## config.mk

```make
export PLATFORM = sky130hd
export DESIGN_NAME = debugTop
export DESIGN_NICKNAME = d
export VERILOG_FILES = /design/src/design/debugPkg.sv /design/src/design/debugDecoder.sv /design/src/design/debugSequencer.sv /design/src/design/debugAddrReg.sv /design/src/design/debugDataPath.sv /design/src/design/debugMemory.sv /design/src/design/debugRegFile.sv /design/src/design/debugTop.sv
export VERILOG_INCLUDE_DIRS = /design/src /design/src/design
export SDC_FILE = /design/constraint.sdc
export NUM_CORES = 2
export LEC_CHECK = 0
export BUFFER_PORTS_ARGS = -buffer_cell sky130_fd_sc_hd__buf_4
export CORE_MARGIN = 8
export CORE_UTILIZATION = 25
export DETAILED_ROUTE_END_ITERATION = 7
export GPL_TIMING_DRIVEN = 0
export HOLD_SLACK_MARGIN = 0.12
export PLACE_DENSITY = 0.4
export SYNTH_ARGS = -nofsm -noshare
export SYNTH_HDL_FRONTEND = slang
export SYNTH_MEMORY_MAX_BITS = 65536
export SYNTH_SLANG_ARGS = --single-unit
```

## constraint.sdc

```tcl
create_clock -name clk -period 10.8 [get_ports clk]
set_clock_uncertainty 0.15 [all_clocks]
set_input_delay 1.08 -clock clk [delete_from_list [all_inputs] [get_ports clk]]
set_output_delay 1.08 -clock clk [all_outputs]
set_load 0.01 [all_outputs]
```

## src/design/forthDebug_config.svh

```systemverilog
`ifndef FORTH_DEBUG_CONFIG_SVH
`define FORTH_DEBUG_CONFIG_SVH

// ***********************************************************
// debug port sizing.
// ***********************************************************

// width of a data word.
`define DATA_WIDTH 16

// width of the debug address register.
`define ADDR_WIDTH 16

// low address bits that index the debug memory, 256 words.
`define MEM_ADDR_BITS 8

// cpu register count, indexed by the low debug address bits.
`define REG_COUNT 8

`endif

```

## src/design/debugPkg.sv

```systemverilog
`default_nettype none

package debugPkg;

	// ***********************************************************
	// debug instruction opcode, bits 3:1 of the instruction.
	// ***********************************************************
	typedef enum logic [2:0] {
		OPX_NONE   = 3'd0,
		OPX_RD_REG = 3'd1,
		OPX_RD_CC  = 3'd2,
		OPX_RD_PC  = 3'd3,
		OPX_RD_MEM = 3'd4,
		OPX_WR_MEM = 3'd5
	} debugOpxT;

	// memory action for the second phase.
	typedef enum logic [1:0] {
		BUS_NONE  = 2'd0,
		BUS_READ  = 2'd1,
		BUS_WRITE = 2'd2
	} busSeqT;

	// register file port b read request.
	typedef enum logic {
		REG_NONE = 1'b0,
		REG_RDB  = 1'b1
	} regSeqT;

	// read-back source.
	typedef enum logic [1:0] {
		SEL_DIN       = 2'd0,
		SEL_REGB_DATA = 2'd1,
		SEL_CC_DATA   = 2'd2,
		SEL_PC_A_NEXT = 2'd3
	} debugDataSelT;

	// condition-code group number.
	typedef logic [1:0] ccRegSelT;

	// next-pc rule, codes 4 to 7 act as PC_NEXT.
	typedef enum logic [2:0] {
		PC_NEXT = 3'd0,
		PC_SAME = 3'd1,
		PC_REL  = 3'd2,
		PC_ABS  = 3'd3
	} pcNextSelT;

endpackage

`default_nettype wire

```

## src/design/debugDecoder.sv

```systemverilog
`timescale 1ns/100ps
`default_nettype none

module debugDecoder import debugPkg::*; (
	input  logic [6:0]   instruction,
	output busSeqT       busSeq,
	output regSeqT       regSeq,
	output debugDataSelT debugDataSel,
	output ccRegSelT     ccRegSel,
	output pcNextSelT    pcNextSel,
	output logic         ldData,
	output logic         addrInc
);

	logic [3:0] op;
	logic [2:0] arg;
	logic       incBit;
	debugOpxT   opx;

	// instruction fields.
	assign op     = instruction[3:0];
	assign arg    = instruction[6:4];
	assign incBit = op[0];
	assign opx    = debugOpxT'(op[3:1]);

	// ***********************************************************
	// opcode to control field map.
	// ***********************************************************
	always_comb begin
		busSeq       = BUS_NONE;
		regSeq       = REG_NONE;
		debugDataSel = SEL_DIN;
		ccRegSel     = '0;
		pcNextSel    = PC_NEXT;
		ldData       = 1'b0;
		addrInc      = 1'b0;

		case (opx)
			OPX_RD_REG: begin
				regSeq       = REG_RDB;
				debugDataSel = SEL_REGB_DATA;
				ldData       = 1'b1;
				addrInc      = incBit;
			end

			OPX_RD_CC: begin
				debugDataSel = SEL_CC_DATA;
				ccRegSel     = arg[1:0];
				ldData       = 1'b1;
			end

			OPX_RD_PC: begin
				debugDataSel = SEL_PC_A_NEXT;
				pcNextSel    = pcNextSelT'(arg);
				ldData       = 1'b1;
			end

			OPX_RD_MEM: begin
				busSeq       = BUS_READ;
				debugDataSel = SEL_DIN;
				ldData       = 1'b1;
				addrInc      = incBit;
			end

			OPX_WR_MEM: begin
				busSeq  = BUS_WRITE;
				addrInc = incBit;
			end

			// none and the undefined codes keep the defaults.
			default: begin
			end
		endcase
	end

endmodule

`default_nettype wire

```

## src/design/debugSequencer.sv

```systemverilog
`timescale 1ns/100ps
`default_nettype none

module debugSequencer import debugPkg::*; (
	input  logic       clk,
	input  logic       rstN,
	input  logic       debugStrobe,
	input  logic [6:0] debugInstruction,
	output logic [6:0] instruction,
	input  busSeqT     busSeq,
	output logic       memWe,
	output logic       debugBusy,
	output logic       debugDone,
	output logic       finish
);

	typedef enum logic [1:0] {
		IDLE   = 2'd0,
		PHASE1 = 2'd1,
		PHASE2 = 2'd2
	} seqStateT;

	seqStateT state;

	// ***********************************************************
	// two-phase sequence, strobes while busy are dropped.
	// ***********************************************************
	always_ff @(posedge clk) begin
		if (!rstN) begin
			state       <= IDLE;
			instruction <= '0;
			memWe       <= 1'b0;
			debugDone   <= 1'b0;
		end else begin
			debugDone <= 1'b0;
			case (state)
				IDLE: begin
					if (debugStrobe) begin
						instruction <= debugInstruction;
						state       <= PHASE1;
					end
				end
				PHASE1: begin
					memWe <= (busSeq == BUS_WRITE);
					state <= PHASE2;
				end
				default: begin
					memWe     <= 1'b0;
					debugDone <= 1'b1;
					state     <= IDLE;
				end
			endcase
		end
	end

	assign debugBusy = (state != IDLE);

	// ends the second phase, results land on the next edge.
	assign finish = (state == PHASE2);

endmodule

`default_nettype wire

```

## src/design/debugAddrReg.sv

```systemverilog
`timescale 1ns/100ps
`default_nettype none

`include "forthDebug_config.svh"

module debugAddrReg (
	input  logic                   clk,
	input  logic                   rstN,
	input  logic                   debugAddrLd,
	input  logic [`ADDR_WIDTH-1:0] debugAddrIn,
	input  logic                   addrInc,
	input  logic                   finish,
	output logic [`ADDR_WIDTH-1:0] debugAddr
);

	// host load wins, the port is idle when it comes.
	always_ff @(posedge clk) begin
		if (!rstN) begin
			debugAddr <= '0;
		end else if (debugAddrLd) begin
			debugAddr <= debugAddrIn;
		end else if (finish && addrInc) begin
			// wraps at the full address width.
			debugAddr <= debugAddr + 1'b1;
		end
	end

endmodule

`default_nettype wire

```

## src/design/debugDataPath.sv

```systemverilog
`timescale 1ns/100ps
`default_nettype none

`include "forthDebug_config.svh"

module debugDataPath import debugPkg::*; (
	input  logic                   clk,
	input  logic                   rstN,
	input  logic                   finish,
	input  logic                   ldData,
	input  debugDataSelT           debugDataSel,
	input  ccRegSelT               ccRegSel,
	input  pcNextSelT              pcNextSel,
	input  logic [`DATA_WIDTH-1:0] debugDin,
	input  logic [`DATA_WIDTH-1:0] memRdata,
	input  logic [`DATA_WIDTH-1:0] regBData,
	input  logic [`DATA_WIDTH-1:0] ccState,
	input  logic [`DATA_WIDTH-1:0] pc,
	output logic [`DATA_WIDTH-1:0] debugDout
);

	logic [`DATA_WIDTH-1:0] pcANext;
	logic [`DATA_WIDTH-1:0] ccData;
	logic [`DATA_WIDTH-1:0] readData;

	// next pc as the cpu would compute it.
	always_comb begin
		case (pcNextSel)
			PC_SAME: pcANext = pc;
			PC_REL:  pcANext = pc + debugDin;
			PC_ABS:  pcANext = debugDin;
			default: pcANext = pc + 1'b1;
		endcase
	end

	// one nibble per condition-code group.
	assign ccData = {{(`DATA_WIDTH-4){1'b0}}, ccState[{ccRegSel, 2'b00} +: 4]};

	always_comb begin
		case (debugDataSel)
			SEL_REGB_DATA: readData = regBData;
			SEL_CC_DATA:   readData = ccData;
			SEL_PC_A_NEXT: readData = pcANext;
			default:       readData = memRdata;
		endcase
	end

	always_ff @(posedge clk) begin
		if (!rstN) begin
			debugDout <= '0;
		end else if (finish && ldData) begin
			debugDout <= readData;
		end
	end

endmodule

`default_nettype wire

```

## src/design/debugMemory.sv

```systemverilog
`timescale 1ns/100ps
`default_nettype none

`include "forthDebug_config.svh"

module debugMemory (
	input  logic                     clk,
	input  logic                     memWe,
	input  logic [`MEM_ADDR_BITS-1:0] addr,
	input  logic [`DATA_WIDTH-1:0]    wdata,
	output logic [`DATA_WIDTH-1:0]    rdata
);

	localparam int DEPTH = 1 << `MEM_ADDR_BITS;

	logic [`DATA_WIDTH-1:0] mem [DEPTH];

	// ***********************************************************
	// single port, read data registered every cycle.
	// ***********************************************************
	always_ff @(posedge clk) begin
		if (memWe) begin
			mem[addr] <= wdata;
		end
		rdata <= mem[addr];
	end

endmodule

`default_nettype wire

```

## src/design/debugRegFile.sv

```systemverilog
`timescale 1ns/100ps
`default_nettype none

`include "forthDebug_config.svh"

module debugRegFile import debugPkg::*; (
	input  logic                          clk,
	input  logic                          rstN,
	input  logic                          regWe,
	input  logic [$clog2(`REG_COUNT)-1:0] regWaddr,
	input  logic [`DATA_WIDTH-1:0]        regWdata,
	input  regSeqT                        regSeq,
	input  logic [$clog2(`REG_COUNT)-1:0] rbIndex,
	output logic [`DATA_WIDTH-1:0]        regBData
);

	logic [`DATA_WIDTH-1:0] regs [`REG_COUNT];

	// cpu write port.
	always_ff @(posedge clk) begin
		if (!rstN) begin
			for (int i = 0; i < `REG_COUNT; i++) begin
				regs[i] <= '0;
			end
		end else if (regWe) begin
			regs[regWaddr] <= regWdata;
		end
	end

	// debug read port b, holds its value between reads.
	always_ff @(posedge clk) begin
		if (regSeq == REG_RDB) begin
			regBData <= regs[rbIndex];
		end
	end

endmodule

`default_nettype wire

```

## src/design/debugTop.sv

```systemverilog
`timescale 1ns/100ps
`default_nettype none

`include "forthDebug_config.svh"

module debugTop import debugPkg::*; (
	input  logic                          clk,
	input  logic                          rstN,
	input  logic                          debugStrobe,
	input  logic [6:0]                    debugInstruction,
	input  logic [`DATA_WIDTH-1:0]        debugDin,
	input  logic                          debugAddrLd,
	input  logic [`ADDR_WIDTH-1:0]        debugAddrIn,
	input  logic                          regWe,
	input  logic [$clog2(`REG_COUNT)-1:0] regWaddr,
	input  logic [`DATA_WIDTH-1:0]        regWdata,
	input  logic [`DATA_WIDTH-1:0]        pc,
	input  logic [`DATA_WIDTH-1:0]        ccState,
	output logic [`DATA_WIDTH-1:0]        debugDout,
	output logic                          debugBusy,
	output logic                          debugDone,
	output logic [`ADDR_WIDTH-1:0]        debugAddr
);

	logic [6:0]             instruction;
	busSeqT                 busSeq;
	regSeqT                 regSeq;
	debugDataSelT           debugDataSel;
	ccRegSelT               ccRegSel;
	pcNextSelT              pcNextSel;
	logic                   ldData;
	logic                   addrInc;
	logic                   memWe;
	logic                   finish;
	logic [`DATA_WIDTH-1:0] memRdata;
	logic [`DATA_WIDTH-1:0] regBData;

	// ***********************************************************
	// control.
	// ***********************************************************
	debugSequencer debugSequencer_inst (
		.clk              (clk),
		.rstN             (rstN),
		.debugStrobe      (debugStrobe),
		.debugInstruction (debugInstruction),
		.instruction      (instruction),
		.busSeq           (busSeq),
		.memWe            (memWe),
		.debugBusy        (debugBusy),
		.debugDone        (debugDone),
		.finish           (finish)
	);

	debugDecoder debugDecoder_inst (
		.instruction  (instruction),
		.busSeq       (busSeq),
		.regSeq       (regSeq),
		.debugDataSel (debugDataSel),
		.ccRegSel     (ccRegSel),
		.pcNextSel    (pcNextSel),
		.ldData       (ldData),
		.addrInc      (addrInc)
	);

	debugAddrReg debugAddrReg_inst (
		.clk         (clk),
		.rstN        (rstN),
		.debugAddrLd (debugAddrLd),
		.debugAddrIn (debugAddrIn),
		.addrInc     (addrInc),
		.finish      (finish),
		.debugAddr   (debugAddr)
	);

	// ***********************************************************
	// storage and read-back.
	// ***********************************************************
	debugMemory debugMemory_inst (
		.clk   (clk),
		.memWe (memWe),
		.addr  (debugAddr[`MEM_ADDR_BITS-1:0]),
		.wdata (debugDin),
		.rdata (memRdata)
	);

	// register index comes from the low debug address bits.
	debugRegFile debugRegFile_inst (
		.clk      (clk),
		.rstN     (rstN),
		.regWe    (regWe),
		.regWaddr (regWaddr),
		.regWdata (regWdata),
		.regSeq   (regSeq),
		.rbIndex  (debugAddr[$clog2(`REG_COUNT)-1:0]),
		.regBData (regBData)
	);

	debugDataPath debugDataPath_inst (
		.clk          (clk),
		.rstN         (rstN),
		.finish       (finish),
		.ldData       (ldData),
		.debugDataSel (debugDataSel),
		.ccRegSel     (ccRegSel),
		.pcNextSel    (pcNextSel),
		.debugDin     (debugDin),
		.memRdata     (memRdata),
		.regBData     (regBData),
		.ccState      (ccState),
		.pc           (pc),
		.debugDout    (debugDout)
	);

endmodule

`default_nettype wire

```

==> impl_metrics.env <==
export IMPL_slew_headroom_pct=-17.3
export IMPL_port_buffer_count=127
export IMPL_setup_violations_final=0
export IMPL_setup_tns_ns=0
export IMPL_grt_max_degree=145
export IMPL_fin_ws_ns=2.11
export IMPL_yosysWarnings=0
export IMPL_vias_per_cell=5.32
export IMPL_clock_sinks=4299
export IMPL_tightest_slew_ns=1.76
export IMPL_grt_first_pass_wirelength_mm=1020
export IMPL_grt_pass1_vias=87700
export IMPL_r2r_end="debugMemory_inst.rdata[13]$_DFF_P_"
export IMPL_die_h_microns=833
export IMPL_cp_start_kind="flop"
export IMPL_cts_tree="built"
export IMPL_stdcell_area_sq_um=202000
export IMPL_critical_path_arrival_ns=9.15
export IMPL_fillers=64300
export IMPL_routed_via_count=93100
export IMPL_violations="antenna rules, capacitance limit, slew limit"
export IMPL_io_pins=129
export IMPL_synth_distinct_cells=65
export IMPL_drv_slew=37
export IMPL_power_frac_comb_pct=7.9
export IMPL_insertion_delay_ns=1.14
export IMPL_pwr_share_clk_pct=42.5
export IMPL_reg2reg_from="debugAddrReg_inst.debugAddr[0]$_SDFFE_PN0P_"
export IMPL_synth_cells_most_frequent="edfxtp_1 (4240), mux4_2 (1289), nor2_1 (293)"
export IMPL_status="finished with violations"
export IMPL_worstPathRequired_ns=11.27
export IMPL_worstPathCellList="buf_6 -> buf_4 -> buf_2 -> buf_4 -> buf_2 -> mux4_2 -> mux2i_1 -> o22ai_1 -> nor3_1 -> nor2_1 -> nor2_1 -> nand4_1"
export IMPL_area_growth_pct=21.2
export IMPL_max_stage_delay_ns=1.19
export IMPL_antenna_found_initial=167
export IMPL_dp_hpwl_mm=570
export IMPL_reg2reg_depth=12
export IMPL_fin_nets=8247
export IMPL_routabilityCongestion=0.997
export IMPL_synth_area_leader_cell="edfxtp_1"
export IMPL_synthArstFlopShare_pct=0
export IMPL_syn_avg_cell_area_sq_um=23.1
export IMPL_ys_flop_type="edfxtp_1"
export IMPL_cts_resized=0
export IMPL_netlist_area_leader_share_pct=76.4
export IMPL_grt_overflow=0
export IMPL_wirelength_mm=824
export IMPL_crit_start="debugAddrReg_inst.debugAddr[0]$_SDFFE_PN0P_"
export IMPL_fmax_mhz=115
export IMPL_hold_path_class="input port to flop"
export IMPL_intPower_w=0.0279
export IMPL_ys_seq_elements=4299
export IMPL_fin_hold_ws_ns=0.166
export IMPL_grtUsageTotal_pct=23.1
export IMPL_switchingPower_w=0.00921
export IMPL_dpl_cell_area_sq_um=187000
export IMPL_worstSetupPathType="flop to flop"
export IMPL_synth_seq_area_share_pct=77.1
export IMPL_min_period_over_period_pct=80.5
export IMPL_drc=0
export IMPL_num_rows=300
export IMPL_post_cts_buffers=0
export IMPL_netlist_top_cells_area="edfxtp_1 (76%), mux4_2 (17%), dfxtp_1 (0.71%)"
export IMPL_clk_pin_slew_ns=0.06
export IMPL_clk_path_buf_depth=4
export IMPL_h_tree_depth=5
export IMPL_crit_path_max_fanout=10
export IMPL_crit_path_top_delay_cell="buf_2"
export IMPL_regToRegSetupSlack_ns=2.11
export IMPL_yosysMostFrequentCell="edfxtp_1"
export IMPL_drt_antenna_violating_nets=1
export IMPL_dieWidth_microns=833
export IMPL_synth_edf_count=4240
export IMPL_cp_endpoint="debugMemory_inst.rdata[13]$_DFF_P_"
export IMPL_synth_cells=7226
export IMPL_finalPower_w=0.0371
export IMPL_initial_core_util_pct=25.0
export IMPL_drt_iter0_markers=17800
export IMPL_maxCapViolCount=7
export IMPL_post_route_min_period_ns=8.69
export IMPL_powerDensity_nw_per_um2=184
export IMPL_synth_fp_nets=7341
export IMPL_dr_pass1_iters=7
export IMPL_root_buffer="clkbuf_16"
export IMPL_grt_setup_unrepaired="no"
export IMPL_leakagePower_nw=60.4
export IMPL_synth_area_sq_um=167000
export IMPL_dieArea_sq_um=693000
export IMPL_finalHoldViolCount=0
export IMPL_holdBufCountCts=11
export IMPL_endpoint_kind="flop"
export IMPL_drive_above_1_share_pct=34.6
export IMPL_cts_inserted_buffers=468
export IMPL_core_sq_um=666000
export IMPL_dp_slack_ns=2.49
export IMPL_p_sw_share_pct=24.8
export IMPL_wl_per_cell_microns=47.1
export IMPL_power_share_sequential_pct=49.6
export IMPL_irDropWorstVdd_mv=0.144
[final cells by class]
type	count	area [sq um]	area share, %
sequential	4299	129000	63.6
multi-input combinational	2503	37900	18.7
clock buffer	597	12400	6.14
tap	8909	11100	5.52
timing repair buffer	436	7460	3.69
clock inverter	268	2290	1.14
buffer	408	2190	1.09
antenna	57	143	0.0706
inverter	16	60.1	0.0297
[through the flow]
stage / instances / utilization, %
after detailed placement: 16600 / 28.1
after CTS: 17400 / 30.3
final: 17500 / 30.3
after floorplan: 7226 / -
after global placement: 16300 / 26.8
after global routing: 17400 / 30.3
[cell families after synthesis]
logic type | count (synthesis) | synth area share [%]
buffers and inverters | 424 | 1.23
xor gates and xnor gates | 25 | 0.131
muxes | 1385 | 18.0
AOI/OAI and AO/OA | 239 | 0.988
DFF | 4299 | 77.1
and+or+nand+nor | 834 | 2.41
adders and majority gates | 20 | 0.155
[cell usage in the layout (no fill, tap or decap), drive strengths merged, types with 19 or more instances in the layout]
| cell | Yosys | final |
|---|---|---|
| and3 | 20 | 20 |
| nand2 | 157 | 157 |
| and2 | 161 | 161 |
| nand2b | 21 | 21 |
| o21ai | 40 | 40 |
| xnor2 | 20 | 20 |
| buf | 217 | 642 |
| nor3 | 34 | 34 |
| ha | 19 | 19 |
| mux2i | 88 | 88 |
| diode | 0 | 57 |
| dfxtp | 59 | 59 |
| nor2b | 35 | 35 |
| clkbuf | 191 | 788 |
| nand3 | 55 | 55 |
| a21oi | 39 | 39 |
| inv | 15 | 29 |
| nor2 | 293 | 293 |
| a22oi | 28 | 28 |
| edfxtp | 4240 | 4240 |
| bufinv | 0 | 25 |
| mux4 | 1289 | 1289 |
| clkinv | 1 | 223 |
[sequential cells by signal (all words and copies together) (netlist names), 2 cells and up]
name and count:
debugMemory_inst.rdata 16, debugRegFile_inst.regBData 16, debugAddrReg_inst.debugAddr 16, debugDataPath_inst.debugDout 16, debugMemory_inst.mem 4096, debugSequencer_inst.state 2
debugRegFile_inst.regs 128, debugSequencer_inst.instruction 7
[power groups by stage]
| stage | sequential (W) | clock, W | combinational (W) |
|---|---|---|---|
| 2_1_floorplan | 0.0187 | 0 | 0.000934 |
| 3_3_place_gp | 0.0188 | 0 | 0.00269 |
| 3_5_place_dp | 0.0188 | 0 | 0.00286 |
| 4_1_cts | 0.0184 | 0.0159 | 0.00287 |
| 5_1_grt | 0.0184 | 0.0165 | 0.00290 |
| 6_report | 0.0184 | 0.0157 | 0.00293 |
[metal layers]
metal  global-route usage, %  wire (microns)  vias to the layer above
met5                       0             584                        -
li1                        -               -                    32800
met1                    30.2          322000                    52300
met3                    7.35           92900                     1361
met2                    34.4          360000                     6564
met4                    11.6           48700                       32
[worst max-delay path: cells and delay by family, from the launching register on]
family / cells / cell delay, ns
AND/OR/NAND/NOR: 4 / 1.50
flip-flops: 1 / 1.05
buffers and inverters: 5 / 3.72
multiplexers: 2 / 1.32
AO/OA/AOI/OAI: 1 / 0.32
[how the worst min path moves through the flow]
| stage | depth (start not counted) | slack [ns] | end | start |
|---|---|---|---|---|
| after floorplan | 1 | 0.29 | debugSequencer_inst.memWe$_SDFFE_PN0P_ | debugSequencer_inst.state[1]$_SDFFE_PN0P_ |
| after global placement | 1 | 0.34 | debugSequencer_inst.memWe$_SDFFE_PN0P_ | debugSequencer_inst.state[1]$_SDFFE_PN0P_ |
| after detailed placement | 1 | 0.35 | debugSequencer_inst.memWe$_SDFFE_PN0P_ | debugSequencer_inst.state[1]$_SDFFE_PN0P_ |
| after CTS | 1 | 0.12 | debugMemory_inst.mem[168][7]$_DFFE_PP_ | debugDin[7] |
| after global routing | 1 | 0.14 | debugMemory_inst.mem[168][7]$_DFFE_PP_ | debugDin[7] |
| final | 1 | 0.17 | debugMemory_inst.mem[168][7]$_DFFE_PP_ | debugDin[7] |
Note: power is estimated with default switching activity, not from simulation.
